## src/rtl/fec_params.svh

```systemverilog
// Widths, register map, response codes and CRC settings for the FEC downlink
`ifndef FEC_PARAMS_SVH
`define FEC_PARAMS_SVH

// Message and frame geometry
`define FEC_MSG_BYTES    8
`define FEC_MSG_W        64
`define FEC_FRAME_W      88
`define FEC_CRC_W        8
// CRC-8 x^8+x^2+x+1, zero init, MSB first
`define FEC_CRC_POLY     8'h07
// Leading frame bits covered by the error mask
`define FEC_ERR_SPAN     32
`define FEC_DIV_W        8

// AXI4-Lite bus
`define FEC_AXI_AW       8
`define FEC_AXI_DW       32

// Register map
`define FEC_REG_CTRL     8'h00
`define FEC_REG_STATUS   8'h04
`define FEC_REG_MSG_LO   8'h08
`define FEC_REG_MSG_HI   8'h0C
`define FEC_REG_DIV      8'h10
`define FEC_REG_ERR_MASK 8'h14

`define FEC_RESP_OKAY    2'd0
`define FEC_RESP_SLVERR  2'd2

`endif

```

## src/rtl/fec_pkg.sv

```systemverilog
// Package fec_pkg with AXI4-Lite channel, frame and downlink config struct types
`default_nettype none

`include "fec_params.svh"

package fec_pkg;

  // Master-driven AXI4-Lite channels, full-word writes only
  typedef struct packed {
    logic                   awvalid;
    logic [`FEC_AXI_AW-1:0] awaddr;
    logic                   wvalid;
    logic [`FEC_AXI_DW-1:0] wdata;
    logic                   bready;
    logic                   arvalid;
    logic [`FEC_AXI_AW-1:0] araddr;
    logic                   rready;
  } axil_req_t;

  // Slave-driven AXI4-Lite channels
  typedef struct packed {
    logic                   awready;
    logic                   wready;
    logic                   bvalid;
    logic [1:0]             bresp;
    logic                   arready;
    logic                   rvalid;
    logic [`FEC_AXI_DW-1:0] rdata;
    logic [1:0]             rresp;
  } axil_rsp_t;

  // Frame goes out MSB first, byte 0 in the top msg bits
  typedef struct packed {
    logic [`FEC_MSG_W-1:0]     msg;
    logic [`FEC_MSG_BYTES-1:0] row_par;
    logic [7:0]                col_par;
    logic [`FEC_CRC_W-1:0]     crc;
  } fec_frame_t;

  // Downlink settings from the register file
  typedef struct packed {
    logic [`FEC_DIV_W-1:0]    clk_div;
    logic [`FEC_ERR_SPAN-1:0] err_mask;
    logic                     err_en;
  } dl_cfg_t;

endpackage

`default_nettype wire

```

## src/rtl/fec_axil_regs.sv

```systemverilog
// Module fec_axil_regs: AXI4-Lite slave, register file, start and error-injection control
`timescale 1ns/1ps
`default_nettype none

`include "fec_params.svh"

module fec_axil_regs (
  input  logic                  clk,
  input  logic                  rst_n,
  input  fec_pkg::axil_req_t    axil_req,
  output fec_pkg::axil_rsp_t    axil_rsp,
  input  logic                  enc_busy,
  input  logic                  tx_busy,
  input  logic                  frame_done,
  output logic [`FEC_MSG_W-1:0] msg,
  output logic                  start,
  output fec_pkg::dl_cfg_t      dl_cfg,
  output logic                  dl_ready
);
  import fec_pkg::*;

  // Handshake state
  logic                      wr_rdy_q;
  logic                      bvalid_q;
  logic [1:0]                bresp_q;
  logic                      arready_q;
  logic                      rvalid_q;
  logic [`FEC_AXI_DW-1:0]    rdata_q;
  logic [1:0]                rresp_q;
  // Register file
  logic [`FEC_AXI_DW-1:0]    msg_lo_q;
  logic [`FEC_AXI_DW-1:0]    msg_hi_q;
  logic [`FEC_DIV_W-1:0]     div_q;
  logic [`FEC_ERR_SPAN-1:0]  mask_q;
  logic                      err_en_q;
  logic                      busy_q;
  logic                      start_q;
  logic [7:0]                frame_cnt_q;
  // Decode
  logic                      wr_fire;
  logic                      rd_fire;
  logic                      busy_any;
  logic                      wr_err;
  logic                      rd_err;
  logic [`FEC_AXI_DW-1:0]    rd_data;

  assign wr_fire  = axil_req.awvalid & axil_req.wvalid & wr_rdy_q;
  assign rd_fire  = axil_req.arvalid & arready_q;
  // Any stage of the downlink still holding a frame
  assign busy_any = busy_q | start_q | enc_busy | tx_busy;

  // Write decode, start while busy is refused
  always_comb begin
    wr_err = 1'b0;
    case (axil_req.awaddr)
      `FEC_REG_CTRL:     wr_err = axil_req.wdata[0] & busy_any;
      `FEC_REG_STATUS,
      `FEC_REG_MSG_LO,
      `FEC_REG_MSG_HI,
      `FEC_REG_DIV,
      `FEC_REG_ERR_MASK: wr_err = 1'b0;
      default:           wr_err = 1'b1;
    endcase
  end

  // Read decode, unmapped reads give zero
  always_comb begin
    rd_data = '0;
    rd_err  = 1'b0;
    case (axil_req.araddr)
      `FEC_REG_CTRL:     rd_data[1] = err_en_q;
      `FEC_REG_STATUS: begin
        rd_data[0]    = busy_any;
        rd_data[1]    = err_en_q;
        rd_data[15:8] = frame_cnt_q;
      end
      `FEC_REG_MSG_LO:   rd_data = msg_lo_q;
      `FEC_REG_MSG_HI:   rd_data = msg_hi_q;
      `FEC_REG_DIV:      rd_data[`FEC_DIV_W-1:0] = div_q;
      `FEC_REG_ERR_MASK: rd_data = mask_q;
      default:           rd_err = 1'b1;
    endcase
  end

  // AXI4-Lite handshakes, one outstanding transfer per direction
  always_ff @(posedge clk or negedge rst_n) begin
    if (!rst_n) begin
      wr_rdy_q  <= 1'b0;
      bvalid_q  <= 1'b0;
      bresp_q   <= `FEC_RESP_OKAY;
      arready_q <= 1'b0;
      rvalid_q  <= 1'b0;
      rdata_q   <= '0;
      rresp_q   <= `FEC_RESP_OKAY;
    end else begin
      // Ready pulse for a single cycle
      wr_rdy_q  <= axil_req.awvalid & axil_req.wvalid & ~bvalid_q & ~wr_rdy_q;
      arready_q <= axil_req.arvalid & ~rvalid_q & ~arready_q;
      if (wr_fire) begin
        bvalid_q <= 1'b1;
        bresp_q  <= wr_err ? `FEC_RESP_SLVERR : `FEC_RESP_OKAY;
      end else if (bvalid_q && axil_req.bready) begin
        bvalid_q <= 1'b0;
      end
      // Read data held stable until rready
      if (rd_fire) begin
        rvalid_q <= 1'b1;
        rdata_q  <= rd_data;
        rresp_q  <= rd_err ? `FEC_RESP_SLVERR : `FEC_RESP_OKAY;
      end else if (rvalid_q && axil_req.rready) begin
        rvalid_q <= 1'b0;
      end
    end
  end

  // Register file and frame control
  always_ff @(posedge clk or negedge rst_n) begin
    if (!rst_n) begin
      msg_lo_q    <= '0;
      msg_hi_q    <= '0;
      div_q       <= '0;
      mask_q      <= '0;
      err_en_q    <= 1'b0;
      busy_q      <= 1'b0;
      start_q     <= 1'b0;
      frame_cnt_q <= '0;
    end else begin
      start_q <= wr_fire & ~wr_err & (axil_req.awaddr == `FEC_REG_CTRL) & axil_req.wdata[0];
      if (start_q) begin
        busy_q <= 1'b1;
      end else if (frame_done) begin
        busy_q <= 1'b0;
      end
      if (frame_done) begin
        frame_cnt_q <= frame_cnt_q + 8'd1;
        // Injection is one-shot
        err_en_q    <= 1'b0;
      end
      // Host writes override the disarm
      if (wr_fire && !wr_err) begin
        case (axil_req.awaddr)
          `FEC_REG_CTRL: begin
            if (axil_req.wdata[1]) begin
              err_en_q <= 1'b1;
            end
          end
          `FEC_REG_MSG_LO:   msg_lo_q <= axil_req.wdata;
          `FEC_REG_MSG_HI:   msg_hi_q <= axil_req.wdata;
          `FEC_REG_DIV:      div_q    <= axil_req.wdata[`FEC_DIV_W-1:0];
          `FEC_REG_ERR_MASK: mask_q   <= axil_req.wdata;
          default: ;
        endcase
      end
    end
  end

  // Response channels
  assign axil_rsp.awready = wr_rdy_q;
  assign axil_rsp.wready  = wr_rdy_q;
  assign axil_rsp.bvalid  = bvalid_q;
  assign axil_rsp.bresp   = bresp_q;
  assign axil_rsp.arready = arready_q;
  assign axil_rsp.rvalid  = rvalid_q;
  assign axil_rsp.rdata   = rdata_q;
  assign axil_rsp.rresp   = rresp_q;

  // Byte 0 sits in msg[7:0]
  assign msg      = {msg_hi_q, msg_lo_q};
  assign start    = start_q;
  assign dl_cfg   = '{clk_div: div_q, err_mask: mask_q, err_en: err_en_q};
  assign dl_ready = ~busy_q;

endmodule

`default_nettype wire

```

## src/rtl/fec_encoder.sv

```systemverilog
// Module fec_encoder: bit-serial CRC-8, row parity and column parity over an 8-byte message
`timescale 1ns/1ps
`default_nettype none

`include "fec_params.svh"

module fec_encoder (
  input  logic                  clk,
  input  logic                  rst_n,
  input  logic [`FEC_MSG_W-1:0] msg,
  input  logic                  start,
  output fec_pkg::fec_frame_t   frame,
  output logic                  frame_valid,
  output logic                  enc_busy
);
  import fec_pkg::*;

  localparam int BYTE_W = 8;
  localparam int BIT_W  = $clog2(BYTE_W);
  localparam int CNT_W  = $clog2(`FEC_MSG_W);

  logic [`FEC_MSG_W-1:0]     msg_ord;
  logic [`FEC_MSG_W-1:0]     src;
  logic [`FEC_MSG_W-1:0]     shift_q;
  logic [`FEC_CRC_W-1:0]     crc_q;
  logic [`FEC_CRC_W-1:0]     crc_in;
  logic [`FEC_CRC_W-1:0]     crc_nxt;
  logic [`FEC_MSG_BYTES-1:0] row_q;
  logic [`FEC_MSG_BYTES-1:0] row_in;
  logic [`FEC_MSG_BYTES-1:0] row_nxt;
  logic [BYTE_W-1:0]         col_q;
  logic [BYTE_W-1:0]         col_in;
  logic [BYTE_W-1:0]         col_nxt;
  logic                      row_acc_q;
  logic                      row_acc_in;
  logic                      row_acc_nxt;
  logic [CNT_W-1:0]          cnt_q;
  logic [CNT_W-1:0]          cnt_in;
  logic                      run_q;
  logic                      step;
  logic                      bit_in;
  logic                      fb;

  // Transmit order, byte 0 on top
  always_comb begin
    for (int i = 0; i < `FEC_MSG_BYTES; i++) begin
      msg_ord[`FEC_MSG_W-1-BYTE_W*i -: BYTE_W] = msg[BYTE_W*i +: BYTE_W];
    end
  end

  // One message bit per step, start cycle handles bit 0 from fresh state
  always_comb begin
    src        = start ? msg_ord : shift_q;
    crc_in     = start ? '0 : crc_q;
    row_in     = start ? '0 : row_q;
    col_in     = start ? '0 : col_q;
    row_acc_in = start ? 1'b0 : row_acc_q;
    cnt_in     = start ? '0 : cnt_q;
    bit_in     = src[`FEC_MSG_W-1];
    // CRC shift with feedback
    fb         = crc_in[`FEC_CRC_W-1] ^ bit_in;
    crc_nxt    = {crc_in[`FEC_CRC_W-2:0], 1'b0} ^ ({`FEC_CRC_W{fb}} & `FEC_CRC_POLY);
    // Column parity per bit position in the byte
    col_nxt    = col_in;
    col_nxt[BYTE_W-1-cnt_in[BIT_W-1:0]] = col_in[BYTE_W-1-cnt_in[BIT_W-1:0]] ^ bit_in;
    // Row parity shifted in per byte, byte 0 ends in the MSB
    if (cnt_in[BIT_W-1:0] == BIT_W'(BYTE_W-1)) begin
      row_nxt     = {row_in[`FEC_MSG_BYTES-2:0], row_acc_in ^ bit_in};
      row_acc_nxt = 1'b0;
    end else begin
      row_nxt     = row_in;
      row_acc_nxt = row_acc_in ^ bit_in;
    end
  end

  assign step = start | run_q;

  always_ff @(posedge clk or negedge rst_n) begin
    if (!rst_n) begin
      run_q       <= 1'b0;
      cnt_q       <= '0;
      frame_valid <= 1'b0;
    end else begin
      if (start) begin
        run_q <= 1'b1;
      end else if (run_q && cnt_q == CNT_W'(`FEC_MSG_W-1)) begin
        run_q <= 1'b0;
      end
      if (step) begin
        cnt_q <= cnt_in + 1'b1;
      end
      // Last bit lands 64 cycles after start
      frame_valid <= run_q && (cnt_q == CNT_W'(`FEC_MSG_W-1));
    end
  end

  // Rotating register gives the message back after 64 steps
  always_ff @(posedge clk) begin
    if (step) begin
      shift_q   <= {src[`FEC_MSG_W-2:0], src[`FEC_MSG_W-1]};
      crc_q     <= crc_nxt;
      row_q     <= row_nxt;
      col_q     <= col_nxt;
      row_acc_q <= row_acc_nxt;
    end
  end

  assign frame    = '{msg: shift_q, row_par: row_q, col_par: col_q, crc: crc_q};
  assign enc_busy = run_q | frame_valid;

endmodule

`default_nettype wire

```

## src/rtl/dl_serializer.sv

```systemverilog
// Module dl_serializer: divided-rate frame shifter with one-shot error injection
`timescale 1ns/1ps
`default_nettype none

`include "fec_params.svh"

module dl_serializer (
  input  logic                clk,
  input  logic                rst_n,
  input  fec_pkg::fec_frame_t frame,
  input  logic                frame_valid,
  input  fec_pkg::dl_cfg_t    dl_cfg,
  output logic                dl_out,
  output logic                dl_en,
  output logic                tx_busy,
  output logic                frame_done
);
  import fec_pkg::*;

  localparam int BIT_CNT_W = $clog2(`FEC_FRAME_W);

  logic [`FEC_FRAME_W-1:0] sh_q;
  logic [`FEC_FRAME_W-1:0] inj_vec;
  logic [`FEC_DIV_W-1:0]   div_q;
  logic [`FEC_DIV_W-1:0]   div_cnt_q;
  logic [BIT_CNT_W-1:0]    bit_cnt_q;
  logic                    en_q;
  logic                    group_end;
  logic                    last_bit;

  // Mask covers the leading bits only when armed
  assign inj_vec = {{`FEC_ERR_SPAN{dl_cfg.err_en}} & dl_cfg.err_mask,
                    {(`FEC_FRAME_W-`FEC_ERR_SPAN){1'b0}}};

  // Bit group is clk_div + 1 cycles
  assign group_end = (div_cnt_q == div_q);
  assign last_bit  = (bit_cnt_q == BIT_CNT_W'(`FEC_FRAME_W-1));

  always_ff @(posedge clk or negedge rst_n) begin
    if (!rst_n) begin
      en_q       <= 1'b0;
      div_cnt_q  <= '0;
      bit_cnt_q  <= '0;
      frame_done <= 1'b0;
    end else begin
      frame_done <= en_q & group_end & last_bit;
      if (frame_valid) begin
        en_q      <= 1'b1;
        div_cnt_q <= '0;
        bit_cnt_q <= '0;
      end else if (en_q && group_end) begin
        div_cnt_q <= '0;
        if (last_bit) begin
          en_q <= 1'b0;
        end else begin
          bit_cnt_q <= bit_cnt_q + 1'b1;
        end
      end else if (en_q) begin
        div_cnt_q <= div_cnt_q + 1'b1;
      end
    end
  end

  // Frame and divider captured at frame_valid
  always_ff @(posedge clk) begin
    if (frame_valid) begin
      sh_q  <= frame ^ inj_vec;
      div_q <= dl_cfg.clk_div;
    end else if (en_q && group_end) begin
      sh_q  <= {sh_q[`FEC_FRAME_W-2:0], 1'b0};
    end
  end

  // MSB first
  assign dl_out  = en_q & sh_q[`FEC_FRAME_W-1];
  assign dl_en   = en_q;
  assign tx_busy = en_q;

endmodule

`default_nettype wire

```

## src/rtl/fec_top.sv

```systemverilog
// Module fec_top: register slave, encoder and downlink serializer
`timescale 1ns/1ps
`default_nettype none

`include "fec_params.svh"

module fec_top (
  input  logic               clk,
  input  logic               rst_n,
  input  fec_pkg::axil_req_t axil_req,
  output fec_pkg::axil_rsp_t axil_rsp,
  output logic               dl_out,
  output logic               dl_en,
  output logic               dl_ready
);
  import fec_pkg::*;

  // Register file to encoder
  logic [`FEC_MSG_W-1:0] msg;
  logic                  start;
  logic                  enc_busy;
  // Encoder to serializer
  fec_frame_t            frame;
  logic                  frame_valid;
  // Serializer settings and status
  dl_cfg_t               dl_cfg;
  logic                  tx_busy;
  logic                  frame_done;

  fec_axil_regs u_regs (
    .clk        (clk),
    .rst_n      (rst_n),
    .axil_req   (axil_req),
    .axil_rsp   (axil_rsp),
    .enc_busy   (enc_busy),
    .tx_busy    (tx_busy),
    .frame_done (frame_done),
    .msg        (msg),
    .start      (start),
    .dl_cfg     (dl_cfg),
    .dl_ready   (dl_ready)
  );

  fec_encoder u_enc (
    .clk         (clk),
    .rst_n       (rst_n),
    .msg         (msg),
    .start       (start),
    .frame       (frame),
    .frame_valid (frame_valid),
    .enc_busy    (enc_busy)
  );

  dl_serializer u_ser (
    .clk         (clk),
    .rst_n       (rst_n),
    .frame       (frame),
    .frame_valid (frame_valid),
    .dl_cfg      (dl_cfg),
    .dl_out      (dl_out),
    .dl_en       (dl_en),
    .tx_busy     (tx_busy),
    .frame_done  (frame_done)
  );

endmodule

`default_nettype wire

```

## config.mk

```make
export PLATFORM = sky130hd
export DESIGN_NAME = fec_top
export DESIGN_NICKNAME = d
export VERILOG_FILES = /design/src/rtl/fec_pkg.sv /design/src/rtl/fec_axil_regs.sv /design/src/rtl/fec_encoder.sv /design/src/rtl/dl_serializer.sv /design/src/rtl/fec_top.sv
export VERILOG_INCLUDE_DIRS = /design/src /design/src/rtl
export SDC_FILE = /design/constraint.sdc
export NUM_CORES = 1
export LEC_CHECK = 0
export ABC_AREA = 1
export ABC_CLOCK_PERIOD_IN_PS = 4000
export BUFFER_PORTS_ARGS = -buffer_cell sky130_fd_sc_hd__buf_2
export CAP_MARGIN = 20
export CORE_UTILIZATION = 50
export CTS_BUF_LIST = sky130_fd_sc_hd__clkbuf_4 sky130_fd_sc_hd__clkbuf_8
export DETAILED_ROUTE_END_ITERATION = 10
export PLACE_DENSITY = 0.68
export SYNTH_ARGS = -nofsm -noshare
export SYNTH_HDL_FRONTEND = slang
export SYNTH_HIERARCHICAL = 1
export SYNTH_SLANG_ARGS = --single-unit
```

## constraint.sdc

```tcl
create_clock -name clk -period 4 [get_ports clk]
set_input_delay 0.8 -clock clk [delete_from_list [all_inputs] [get_ports clk]]
set_output_delay 0.8 -clock clk [all_outputs]
set_load 0.02 [all_outputs]
```

Word-level counts from Yosys, hierarchy flattened --
Index checks and enable logic that the tools add are counted.
Operators by class: add/sub/neg operators 5, $lt $le $gt $ge 2, eq/ne operators 15, multiplexer cells 43, bitwise gates (word level) 31, reductions and logical operators 27
Operator list (number):
- $mux W88 | 2
- $xor A88 B88 Y88 | 1
- $mux W64 | 1
- $mux W8 | 7
- $pmux W16 S3 | 1
- $and A32 B32 Y32 | 1
- $eq A8 B4 Y1 const B | 4
- $eq A8 B5 Y1 const B | 4
- $ge A32 B1 Y1 const B | 1
- $lt A32 B4 Y1 const B | 1
- $pmux W8 S4 | 1
- $pmux W6 S4 | 1
- $mux W7 | 3
- $mux W1 | 18
- $add A8 B1 Y8 const B | 2
- $eq A8 B3 Y1 const B | 2
- $logic_not A8 Y1 | 2
- $and A1 B1 Y1 | 14
- $reduce_and A2 Y1 | 7
- $reduce_bool A2 Y1 | 7
- $pmux W1 S5 | 2
- $bwmux W8 | 1
- $eq A8 B8 Y1 | 1
- $xor A8 B3 Y8 | 1
- other kinds (21) | 38
Storage, ports and cells: flip-flop bits (word level) 365, bits of input ports 55, output and inout port bits 44, word-level logic and storage cells 153

Logic depth before layout (Yosys ltp) --
depth after elaboration 9, gate-level depth with buffers 11, mapped depth without buffers 10

By module --
The synthesis kept the hierarchy.
Modules (own cells, without submodules):
- fec_axil_regs | instances 1, cells each 895, area each 7091.8 µm², seq. area each 3828.7 µm²
- dl_serializer | instances 1, cells each 550, area each 5341.4 µm², seq. area each 3308.2 µm²
- fec_encoder | instances 1, cells each 455, area each 4485.6 µm², seq. area each 2872.8 µm²

Worst setup path after synthesis --
OpenSTA, ideal clock, no wires.
path kind reg2reg, start register u_regs.start_q (netlist: u_regs/start), end register u_enc.col_q[0], enable pin, setup time 0.444 ns, arrival time 2.422 ns, required time 3.556 ns, slack 1.134 ns, cell stages (with the launch flop) 4, buffers on the path 1, period minus slack after synthesis 2.866 ns, cells stage by stage dfrtp_1 -> buf_6 -> nor2_1 -> inv_1
On the way: word-level cells in the longest chain between the ends 1
Ends and longest elaborated chain:
- start, declared | RTL line fec_axil_regs.sv:37 | logic start_q;
- start signal, assigned | RTL line fec_axil_regs.sv:128 | start_q <= wr_fire & ~wr_err & (axil_req.awaddr == `FEC_REG_CTRL) & axil_req.wdata[0];
- $or A1 B1 Y1 | RTL line fec_encoder.sv:76 | assign step = start | run_q;
- named net u_enc.step | RTL line fec_encoder.sv:40 | logic step;
- end signal, assigned | RTL line fec_encoder.sv:103 | col_q <= col_nxt;
- end, declared | RTL line fec_encoder.sv:31 | logic [BYTE_W-1:0] col_q;
The timed path passes the listed nets, and every way through them passes these cells. A chain may end at the register's enable or synchronous reset.

Worst setup path in the final report --
start register u_regs.start_q (netlist: u_regs/start), end register u_enc.col_q[2], data pin
On the way: word-level cells in the longest chain between the ends 7, elaborated cells on any way between the ends 13, classes of those cells 1 x add/sub; 2 x order compare; 8 x mux; 1 x bitwise; 1 x reduce/logical
Ends and longest elaborated chain:
- $mux W6 | RTL line fec_encoder.sv:58 | cnt_in = start ? '0 : cnt_q;
- $sub A3 B3 Y4 | RTL line fec_encoder.sv:65 | col_nxt[BYTE_W-1-cnt_in[BIT_W-1:0]] = col_in[BYTE_W-1-cnt_in[BIT_W-1:0]] ^ bit_in;
- $ge A32 B1 Y1 (not written as such) / $lt A32 B4 Y1 (equally long branches) | RTL line fec_encoder.sv:65
- $logic_and A1 B1 Y1 (not written as such) | RTL line fec_encoder.sv:65
- $mux W1 (not written as such) | RTL line fec_encoder.sv:65
- $demux W1 S3
- $bwmux W8 (*) | RTL line fec_encoder.sv:65
- named net u_enc.col_nxt[2] | RTL line fec_encoder.sv:33 | logic [BYTE_W-1:0] col_nxt;
The timed path passes the listed nets; every way through them passes the cells marked *. The select of a mux whose other input is x is not followed.

==> impl_metrics.csv <==
group,metric,value,unit
outcome,status,"finished clean",
clock_tree,cts.hold.buffers_added,0,
sta,timing.slew.headroom,0.285,
synth,ys_top_cells_by_count,"nand2_1, nand3_1, edfxtp_1",
clock_tree,clk_latency,610,ps
power_and_ir_drop,ir_drop,0.273,mV
clock_tree,cts_buffer_depth,3,
drt,wl_per_cell,17.4,um
grt,globalRouteTotalUtil,0.257,
clock_tree,clkTransAtPathRegs,60,ps
clock_tree,cts_sinks,363,
cells_and_area,diodes,0,
grt,grt_pass1_vias,12871,
power_and_ir_drop,pwr-share-clk,0.445,
sta,finalSetupViolCount,0,
grt,antenna_found_initial,0,
synth,netlist_area,0.0169,sq mm
drt,drc_errors,0,
drt,viasPerCell,5.37,
drt,wl_met2,18800,um
sta,period_share,0.642,
setup_path,crit_type,"register to register",
run,maxCapViolCount,0,
grt,gr-total-overflow,0,
sta,rsz0062_at_grt,"no",
cells_and_area,syn_to_final_growth,11.7,%
grt,grt_pass1_wl,68800,um
die,core-area,0.0329,sq mm
cells_and_area,drive_gt1_frac,0.135,
placed_design,numPortBuffers,96,
clock_tree,cts-root-buf,"clkbuf_8",
drt,dr.pass1.iters,6,
clock_tree,cts_resized,0,
setup_path,cp-start-kind,"register",
synth,synthCells,1900,
clock_tree,post-cts-setup-buffers,0,
die,rows,66,
placed_design,dp_worst_setup_slack,1260,ps
cells_and_area,fin_util,0.573,
drt,num_vias,13278,
sta,max_clock_freq,389,MHz
setup_path,rrSetupSlack,1430,ps
setup_path,reg2reg_depth,9,
synth,synth-seq-cells,363,
clock_tree,cts_tree,"built",
grt,grt_max_degree,102,
drt,drt-initial-drc-count,1270,
die,die_area,0.0346,sq mm
setup_path,r2r-start,"u_regs/start",
synth,yosysTopAreaCellShare,0.328,
sta,report.final.slew_viol_count,0,
synth,synth_cell_types,44,
cells_and_area,nFillCells,2940,
cells_and_area,layout.nets,2040,
power_and_ir_drop,swShare,0.218,
sta,worst_pin_slew,1070,ps
clock_tree,htree_levels,2,
power_and_ir_drop,power.leakage,0.00861,uW
sta,setup_tns,0,ps
drt,highest_layer,"met4",
sta,timing_hold_violations_final,0,
die,die_w,186,um
power_and_ir_drop,power_switching,1610,uW
placed_design,gp_congestion,0.871,
sta,min_period,2570,ps
setup_path,r2r-end,"u_enc/col_q[2]",
setup_path,path_max_fanout,101,
die,start_util,0.513,
drt,wl_met3,3720,um
setup_path,worstPathRequired,4350,ps
synth,yosysTopAreaCell,"edfxtp_1",
die,die_h,186,um
power_and_ir_drop,power_density,391,mW/mm^2
drt,wl,43000,um
clock_tree,cts_buffers,60,
min_path,hold_class,"primary input to asynchronous set/reset pin",
sta,fin_ws,1430,ps
synth,async_reset_ff_frac,0.490,
power_and_ir_drop,comb_power_share,0.025,
synth,yosys_warnings,6,
synth,synth_top_cells_by_area,"edfxtp_1, dfrtp_1, nand2_1",
synth,ys_dominant_reg_cell,"edfxtp_1",
synth,yosysMostFrequentCell,"nand2_1",
placed_design,hpwlAfterDp,26700,um
synth,synth_edf_count,185,
setup_path,crit_arrival,2910,ps
setup_path,cp-end-kind,"register",
synth,syn_avg_cell_area,8.90,sq um
sta,skew,22.3,ps
placed_design,place_area,0.0176,sq mm
power_and_ir_drop,p_int,5790,uW
cells_and_area,final_area,0.0189,sq mm
drt,wl_met1,19600,um
drt,antenna_left,0,
die,pin_count,99,
power_and_ir_drop,seqPwrFrac,0.530,
synth,yosysSeqAreaShare,0.592,
-- cells in the final DEF, fill, tap and decap left out, drive strengths merged, types with 14 or more instances in the layout --
| master | n |
|---|---|
| o21ai | 52 |
| buf | 122 |
| dfrtp | 178 |
| clkinv | 20 |
| edfxtp | 185 |
| nor2 | 69 |
| clkbuf | 97 |
| nand2 | 888 |
| xnor2 | 14 |
| xor2 | 40 |
| nand3 | 248 |
| inv | 65 |
-- sequential cells by signal (all words and copies together), names as in the netlist, 32 cells and up --
signal / cells
u_regs/msg_hi_q: 32
u_enc/shift_q: 64
u_regs/msg_lo_q: 32
u_regs/rdata_q: 32
u_ser/sh_q: 88
u_regs/mask_q: 32
-- power groups by stage --
stage	combinational (uW)	clock (uW)	sequential, uW
floorplan	62.6	0	4000
global placement	181	0	3990
detailed placement	187	0	3990
CTS	187	3360	3920
global route	203	3520	3920
finish	185	3290	3920
-- critical path, cell delays in order, from the launching register on --
cell and delay (ps):
dfrtp_2 490, inv_2 90, buf_4 830, nand2_1 280
nand3_1 170, nand2_1 80, nand2_2 100, nand3_4 120
nand3_1 120, nand2_1 50
-- worst max path at each step --
stage	start	endpoint	slack, ps	cells past startpoint
floorplan	u_regs/start	u_enc/col_q[0]	1130	3
global placement	axil_req[7]	u_regs/rdata_q[16]	1290	10
detailed placement	axil_req[7]	u_regs/rdata_q[16]	1260	10
CTS	u_regs/start	u_enc/col_q[2]	1420	9
global route	u_enc/frame_valid	u_regs/msg_hi_q[19]	1210	9
finish	u_regs/start	u_enc/col_q[2]	1430	9
-- routing by layer --
layer,vias to the layer above,global-route usage
met2,569,0.383
met3,74,0.0495
met5,-,0
li1,6331,-
met1,6304,0.379
met4,0,0.0751
-- logic make-up (layout without fill, tap and decap cells) --
group,Yosys count,after routing,share of synthesized area
other,1,2,0.000222
and+or+nand+nor,1232,1232,0.304
xor gates and xnor gates,54,54,0.0280
buffers and inverters,175,306,0.0493
DFF,363,363,0.592
adders and majority gates,5,5,0.00370
AOI/OAI and AO/OA,70,70,0.0233
-- through the flow --
step	instances	power (uW)	hold WS, ps
6_report	2474	7400	237
5_1_grt	2474	7640	265
4_1_cts	2473	7460	270
3_5_place_dp	2359	4180	445
3_3_place_gp	2358	4170	442
2_1_floorplan	1901	4060	422
-- layout make-up --
cell class                 count  area, sq um  area share
clock inverter                18         80.1     0.00424
tap                          442          553      0.0293
inverter                      69          264      0.0140
timing repair buffer         123          742      0.0393
clock buffer                  96         1160      0.0613
sequential                   363        10000       0.530
multi-input combinational   1363         6080       0.322
No activity file was read; power rests on OpenSTA's default activity.
